==> src/common/dmme_data_pkg.sv <==
package dmme_data_pkg;

    // matrix element
    localparam int unsigned elem_w = 8;

    // two full-range products need 17 bits, one spare
    localparam int unsigned acc_w = 18;

    // array edge length
    localparam int unsigned dim = 2;

    typedef logic [elem_w-1:0] elem_t;
    typedef logic [acc_w-1:0]  acc_t;

endpackage

==> src/common/dmme_ctrl_pkg.sv <==
package dmme_ctrl_pkg;

    import dmme_data_pkg::*;

    typedef enum logic [1:0] {
        idle = 2'd0,
        mac  = 2'd1,
        done = 2'd2
    } ctrl_state_t;

    // skew depth plus one cycle for the forwarding register
    localparam int unsigned mac_cycles = dim + dim - 1 + 1;

endpackage

==> src/common/feed_if.sv <==
`timescale 1ns/1ps

interface feed_if
    import dmme_data_pkg::*;
();

    elem_t a_row0;  // left edge, row 0
    elem_t a_row1;  // left edge, row 1
    elem_t b_col0;  // top edge, column 0
    elem_t b_col1;  // top edge, column 1

    modport source (
        output a_row0,
        output a_row1,
        output b_col0,
        output b_col1
    );

    modport array (
        input a_row0,
        input a_row1,
        input b_col0,
        input b_col1
    );

endinterface

==> src/hw/dmme_top.sv <==
`timescale 1ns/1ps

module dmme_top
    import dmme_data_pkg::*;
(
    input  logic  clk_in,
    input  logic  rst,
    input  logic  req,
    output logic  ack,
    input  elem_t a00,
    input  elem_t a01,
    input  elem_t a10,
    input  elem_t a11,
    input  elem_t b00,
    input  elem_t b01,
    input  elem_t b10,
    input  elem_t b11,
    output acc_t  c00,
    output acc_t  c01,
    output acc_t  c10,
    output acc_t  c11
);

    logic       load;
    logic       in_mac;
    logic [1:0] step;

    elem_t a_00_01;  // pe00 -> pe01
    elem_t b_00_10;  // pe00 -> pe10
    elem_t b_01_11;  // pe01 -> pe11
    elem_t a_10_11;  // pe10 -> pe11

    feed_if feed ();

    mac_ctrl u_ctrl (
        .clk_in (clk_in),
        .rst    (rst),
        .req    (req),
        .ack    (ack),
        .load   (load),
        .in_mac (in_mac),
        .step   (step)
    );

    operand_skew u_skew (
        .clk_in (clk_in),
        .rst    (rst),
        .load   (load),
        .in_mac (in_mac),
        .step   (step),
        .a00    (a00),
        .a01    (a01),
        .a10    (a10),
        .a11    (a11),
        .b00    (b00),
        .b01    (b01),
        .b10    (b10),
        .b11    (b11),
        .feed   (feed.source)
    );

    pe u_pe00 (
        .clk_in (clk_in),
        .rst    (rst),
        .clear  (load),
        .a_in   (feed.a_row0),
        .b_in   (feed.b_col0),
        .a_out  (a_00_01),
        .b_out  (b_00_10),
        .sum    (c00)
    );

    pe u_pe01 (
        .clk_in (clk_in),
        .rst    (rst),
        .clear  (load),
        .a_in   (a_00_01),
        .b_in   (feed.b_col1),
        .a_out  (),        // right edge
        .b_out  (b_01_11),
        .sum    (c01)
    );

    pe u_pe10 (
        .clk_in (clk_in),
        .rst    (rst),
        .clear  (load),
        .a_in   (feed.a_row1),
        .b_in   (b_00_10),
        .a_out  (a_10_11),
        .b_out  (),        // bottom edge
        .sum    (c10)
    );

    pe u_pe11 (
        .clk_in (clk_in),
        .rst    (rst),
        .clear  (load),
        .a_in   (a_10_11),
        .b_in   (b_01_11),
        .a_out  (),
        .b_out  (),
        .sum    (c11)
    );

endmodule

==> src/hw/mac_ctrl.sv <==
`timescale 1ns/1ps

module mac_ctrl
    import dmme_ctrl_pkg::*;
(
    input  logic       clk_in,
    input  logic       rst,
    input  logic       req,
    output logic       ack,
    output logic       load,
    output logic       in_mac,
    output logic [1:0] step
);

    ctrl_state_t state;
    ctrl_state_t state_nxt;
    logic        last_step;

    assign last_step = (step == 2'(mac_cycles - 1));
    assign load      = (state == idle) && req;  // accept cycle
    assign in_mac    = (state == mac);

    always_comb begin
        state_nxt = state;
        case (state)
            idle: begin
                if (req) begin
                    state_nxt = mac;
                end
            end
            mac: begin
                if (last_step) begin
                    state_nxt = done;
                end
            end
            done: begin
                // wait for the source to release req
                if (!req) begin
                    state_nxt = idle;
                end
            end
            default: begin
                state_nxt = idle;
            end
        endcase
    end

    always_ff @(posedge clk_in or negedge rst) begin
        if (!rst) begin
            state <= idle;
        end else begin
            state <= state_nxt;
        end
    end

    always_ff @(posedge clk_in or negedge rst) begin
        if (!rst) begin
            step <= 2'd0;
        end else if (state == mac) begin
            step <= step + 2'd1;  // wraps on the last cycle
        end else begin
            step <= 2'd0;
        end
    end

    // sums are settled once done is reached, ack follows a cycle later
    always_ff @(posedge clk_in or negedge rst) begin
        if (!rst) begin
            ack <= 1'b0;
        end else begin
            ack <= (state == done) && req;
        end
    end

    // never flag results while the array is busy
    assert property (@(posedge clk_in) disable iff (!rst)
        in_mac |-> !ack);

    // source keeps the request up until the results are flagged
    assert property (@(posedge clk_in) disable iff (!rst)
        load |-> (req until_with ack));

endmodule

==> src/systolic/operand_skew.sv <==
`timescale 1ns/1ps

module operand_skew
    import dmme_data_pkg::*;
(
    input  logic          clk_in,
    input  logic          rst,
    input  logic          load,
    input  logic          in_mac,
    input  logic [1:0]    step,
    input  elem_t         a00,
    input  elem_t         a01,
    input  elem_t         a10,
    input  elem_t         a11,
    input  elem_t         b00,
    input  elem_t         b01,
    input  elem_t         b10,
    input  elem_t         b11,
    feed_if.source        feed
);

    elem_t a_q [dim][dim];
    elem_t b_q [dim][dim];

    // job operands, captured once per job
    always_ff @(posedge clk_in) begin
        if (load) begin
            a_q[0][0] <= a00;
            a_q[0][1] <= a01;
            a_q[1][0] <= a10;
            a_q[1][1] <= a11;
            b_q[0][0] <= b00;
            b_q[0][1] <= b01;
            b_q[1][0] <= b10;
            b_q[1][1] <= b11;
        end
    end

    // row 1 and column 1 run one step behind row 0 and column 0
    always_comb begin
        feed.a_row0 = '0;
        feed.a_row1 = '0;
        feed.b_col0 = '0;
        feed.b_col1 = '0;
        if (in_mac) begin
            case (step)
                2'd0: begin
                    feed.a_row0 = a_q[0][0];
                    feed.b_col0 = b_q[0][0];
                end
                2'd1: begin
                    feed.a_row0 = a_q[0][1];
                    feed.b_col0 = b_q[1][0];
                    feed.a_row1 = a_q[1][0];
                    feed.b_col1 = b_q[0][1];
                end
                2'd2: begin
                    feed.a_row1 = a_q[1][1];
                    feed.b_col1 = b_q[1][1];
                end
                default: begin
                    // last cycle only drains the forwarding registers
                end
            endcase
        end
    end

    assert property (@(posedge clk_in) disable iff (!rst)
        !in_mac |-> (feed.a_row0 == '0 && feed.a_row1 == '0 &&
                     feed.b_col0 == '0 && feed.b_col1 == '0));

endmodule

==> src/systolic/pe.sv <==
`timescale 1ns/1ps

module pe
    import dmme_data_pkg::*;
(
    input  logic  clk_in,
    input  logic  rst,
    input  logic  clear,
    input  elem_t a_in,
    input  elem_t b_in,
    output elem_t a_out,
    output elem_t b_out,
    output acc_t  sum
);

    acc_t prod;

    assign prod = acc_t'(a_in) * acc_t'(b_in);

    // output stationary, sum stays here for the whole job
    always_ff @(posedge clk_in or negedge rst) begin
        if (!rst) begin
            sum <= '0;
        end else if (clear) begin
            sum <= '0;
        end else begin
            sum <= sum + prod;  // zero operands outside mac keep it stable
        end
    end

    // pass operands to the right and lower neighbours
    always_ff @(posedge clk_in or negedge rst) begin
        if (!rst) begin
            a_out <= '0;
            b_out <= '0;
        end else if (clear) begin
            a_out <= '0;
            b_out <= '0;
        end else begin
            a_out <= a_in;
            b_out <= b_in;
        end
    end

endmodule

==> config.mk <==
export PLATFORM = sky130hd
export DESIGN_NAME = dmme_top
export DESIGN_NICKNAME = d
export VERILOG_FILES = /design/src/common/dmme_data_pkg.sv /design/src/common/dmme_ctrl_pkg.sv /design/src/common/feed_if.sv /design/src/hw/dmme_top.sv /design/src/hw/mac_ctrl.sv /design/src/systolic/operand_skew.sv /design/src/systolic/pe.sv
export SDC_FILE = /design/constraint.sdc
export NUM_CORES = 1
export LEC_CHECK = 0
export ABC_AREA = 1
export BUFFER_PORTS_ARGS = -buffer_cell sky130_fd_sc_hd__buf_4
export CELL_PAD_IN_SITES_DETAIL_PLACEMENT = 1
export CELL_PAD_IN_SITES_GLOBAL_PLACEMENT = 2
export CORE_MARGIN = 1
export CORE_UTILIZATION = 40
export DETAILED_ROUTE_END_ITERATION = 8
export PLACE_DENSITY_LB_ADDON = 0.3
export SYNTH_ARGS = -nofsm -noshare
export SYNTH_HDL_FRONTEND = slang
export SYNTH_HIERARCHICAL = 1
export SYNTH_SLANG_ARGS = --single-unit
==> constraint.sdc <==
create_clock -name clk_in -period 6.85 [get_ports clk_in]
set_input_delay 1.0275 -clock clk_in [delete_from_list [all_inputs] [get_ports clk_in]]
set_output_delay 1.0275 -clock clk_in [all_outputs]
set_load 0.01 [all_outputs]
==> flow_metrics.py <==
metrics = {
    "critical_path": {
        "r2r_end": "u_pe00/sum[16]",
        "start_kind": "register",
        "required_ns": 7.23,
        "cp_max_fo": 16,
        "reg2reg_from": "u_ctrl/step[0]",
        "critical_path_class": "register to register",
        "reg2regPathDepth": 21,
        "reg2reg_slack_ns": 1.22,
        "arrival_ns": 6.01,
        "endpoint_kind": "register",
    },
    "cells_and_area": {
        "drive_above_1_share_pct": 10.26,
        "fill_cells": 5464,
        "area_delta_synth_final_pct": 12.19,
        "multiInputGateArea_sq_um": 10020,
        "nets": 2805,
        "seq_area_sq_um": 4649,
        "final_area_sq_um": 19950,
        "stdcell_count": 2977,
    },
    "clocking": {
        "path_clk_slew_ns": 0.08,
        "htree_num_levels": 4,
        "cts_tree": "yes",
        "ctsHoldBuffers": 0,
        "ctsResizeCount": 0,
        "cts_root_buffer": "clkbuf_16",
        "cts_setup_buffers": 0,
        "clock_latency_ns": 0.50,
        "cts_sinks": 173,
        "cts_made_buffers": 17,
        "clockBufferDepth": 2,
    },
    "global_routing": {
        "antenna_found_initial": 5,
        "grt_max_degree": 57,
        "grt_pass1_vias": 15475,
        "grt_overflow_total": 0,
        "grt_use_total_pct": 22.92,
        "grt_first_pass_wirelength_um": 79270,
    },
    "power_and_ir_drop": {
        "power_uw": 6691,
        "power_density_nw_per_um2": 335.4,
        "peakVddDrop_v": 0.0002050,
        "leakagePower_uw": 0.01213,
    },
    "sta": {
        "finalMaxSlewViolations": 0,
        "fin_crit_sh_pct": 82.20,
        "worst_pin_slew_ns": 0.9516,
        "rsz0062_at_grt": "no",
        "final.setup_skew_ns": 0.01650,
        "slew_headroom_pct": 36.41,
        "timing.setup.tns_ns": 0,
        "hold_viol": 0,
        "max_freq_mhz": 177.6,
        "period_needed_ns": 5.631,
        "setup_viol": 0,
    },
    "route": {
        "drc": 0,
        "first_pass_iters": 4,
        "first_iter_violations": 501,
        "ant_nets": 0,
        "drt-vias-per-instance": 4.597,
        "wl_per_cell_um": 15.75,
        "vias": 13684,
        "drt-total-wl_um": 46890,
    },
    "floorplan": {
        "io_pins": 140,
        "start_util_pct": 40.92,
        "fp.coreArea_sq_um": 43460,
        "die_area_sq_um": 45300,
        "die_h_um": 212.8,
        "core.rowCount": 76,
        "die_x_um": 212.8,
    },
    "hold_path": {
        "hp-start": "u_ctrl/step[0]",
        "min_delay_path_depth": 1,
        "hp-class": "register to register",
        "whs_endpoint": "u_ctrl/step[0]",
    },
    "placed_design": {
        "place_congestion": 0.8277,
        "post-dp-hpwl_um": 38090,
        "port_buffers": 139,
        "dpl.cell_count": 2940,
        "dpl_cell_area_sq_um": 19330,
    },
    "logic_synthesis": {
        "syn_inst": 2281,
        "syn_area_sq_um": 17780,
        "ys_warn_count": 6,
        "avgSynthCellArea_sq_um": 7.795,
        "syn_nets": 2712,
    },
    "job": {
        "drv_cap": 0,
    },
    "outcome": {
        "status": "finished, final reports clean",
    },
}
## sequential cells by signal (all words and copies together), names as in the netlist, 18 cells and up
signal / cells
u_pe11/sum: 18
u_pe10/sum: 18
u_skew/b_q: 32
u_skew/a_q: 32
u_pe01/sum: 18
u_pe00/sum: 18
## layout by cell type (no fill, tap or decap), types with 7 or more instances in the layout
cell type  instances
nand2_2           16
dfrtp_1          109
fa_1             200
clkbuf_16         17
inv_1            719
nand2_1          592
nand3_1           42
o21ai_0           13
xnor2_1           10
ha_1             164
buf_4            159
nor2_2            11
a21oi_2           15
a21oi_1           65
edfxtp_1          64
and2_1             7
nand3_2            8
nor2_1           135
nand4_1            7
## report_power, final
| group | switching (uW) | internal [uW] |
|---|---|---|
| combinational | 2500 | 1390 |
| sequential | 339 | 1390 |
| clock | 497 | 582 |
| total | 3330 | 3360 |
## cell type report
cell class	count	share of cell area, %
sequential	173	23.31
tap	585	3.669
inverter	728	13.71
multi-input combinational	1295	50.21
timing repair buffer	159	5.983
clock inverter	14	0.9094
antenna	5	0.06272
clock buffer	18	2.151
## worst max-delay path by stage
| stage | slack (ns) | cells past startpoint | end | start |
|---|---|---|---|---|
| 2_1_floorplan | 2.20 | 23 | u_pe00/sum[17] | u_ctrl/step[0] |
| 3_3_place_gp | 1.37 | 22 | u_pe10/sum[13] | u_ctrl/step[0] |
| 3_5_place_dp | 1.24 | 20 | u_pe10/sum[17] | u_ctrl/step[0] |
| 4_1_cts | 1.18 | 22 | u_pe10/sum[13] | u_ctrl/step[0] |
| 5_1_grt | 0.81 | 20 | u_pe00/sum[17] | u_ctrl/step[0] |
| 6_report | 1.22 | 21 | u_pe00/sum[16] | u_ctrl/step[0] |
## critical path, stage by stage (launching register included)
cell,delay (ns)
dfrtp_1,0.42
inv_1,0.10
ha_1,0.59
nand2_1,0.13
a21oi_1,0.69
nand2_1,0.20
fa_1,0.57
inv_1,0.05
fa_1,0.50
fa_1,0.58
inv_1,0.06
fa_1,0.53
inv_1,0.04
ha_1,0.35
nand2_1,0.08
nand2_1,0.08
nand2_1,0.06
nand2_1,0.07
a21oi_1,0.21
nand3_2,0.08
nand2_1,0.06
nor2_1,0.04
## per-stage QoR
stage | utilization (%) | hold slack [ns] | setup WS, ns
finish | 45.91 | 0.4991 | 1.219
CTS | 45.88 | 0.5029 | 1.184
detailed placement | 44.47 | 0.4949 | 1.237
global route | 45.90 | 0.5292 | 0.8058
global placement | 44.47 | 0.4676 | 1.367
floorplan | - | 0.4563 | 2.204
## layer usage
metal | up-vias | track usage [%] | share of wire [%]
li1 | 6652 | - | -
met1 | 6847 | 28.43 | 44
met2 | 139 | 40.29 | 51
met3 | 46 | 3.780 | 2.4
met4 | 0 | 7.591 | 2.0
met5 | - | 0 | 0
(Power assumes the default switching activity.)
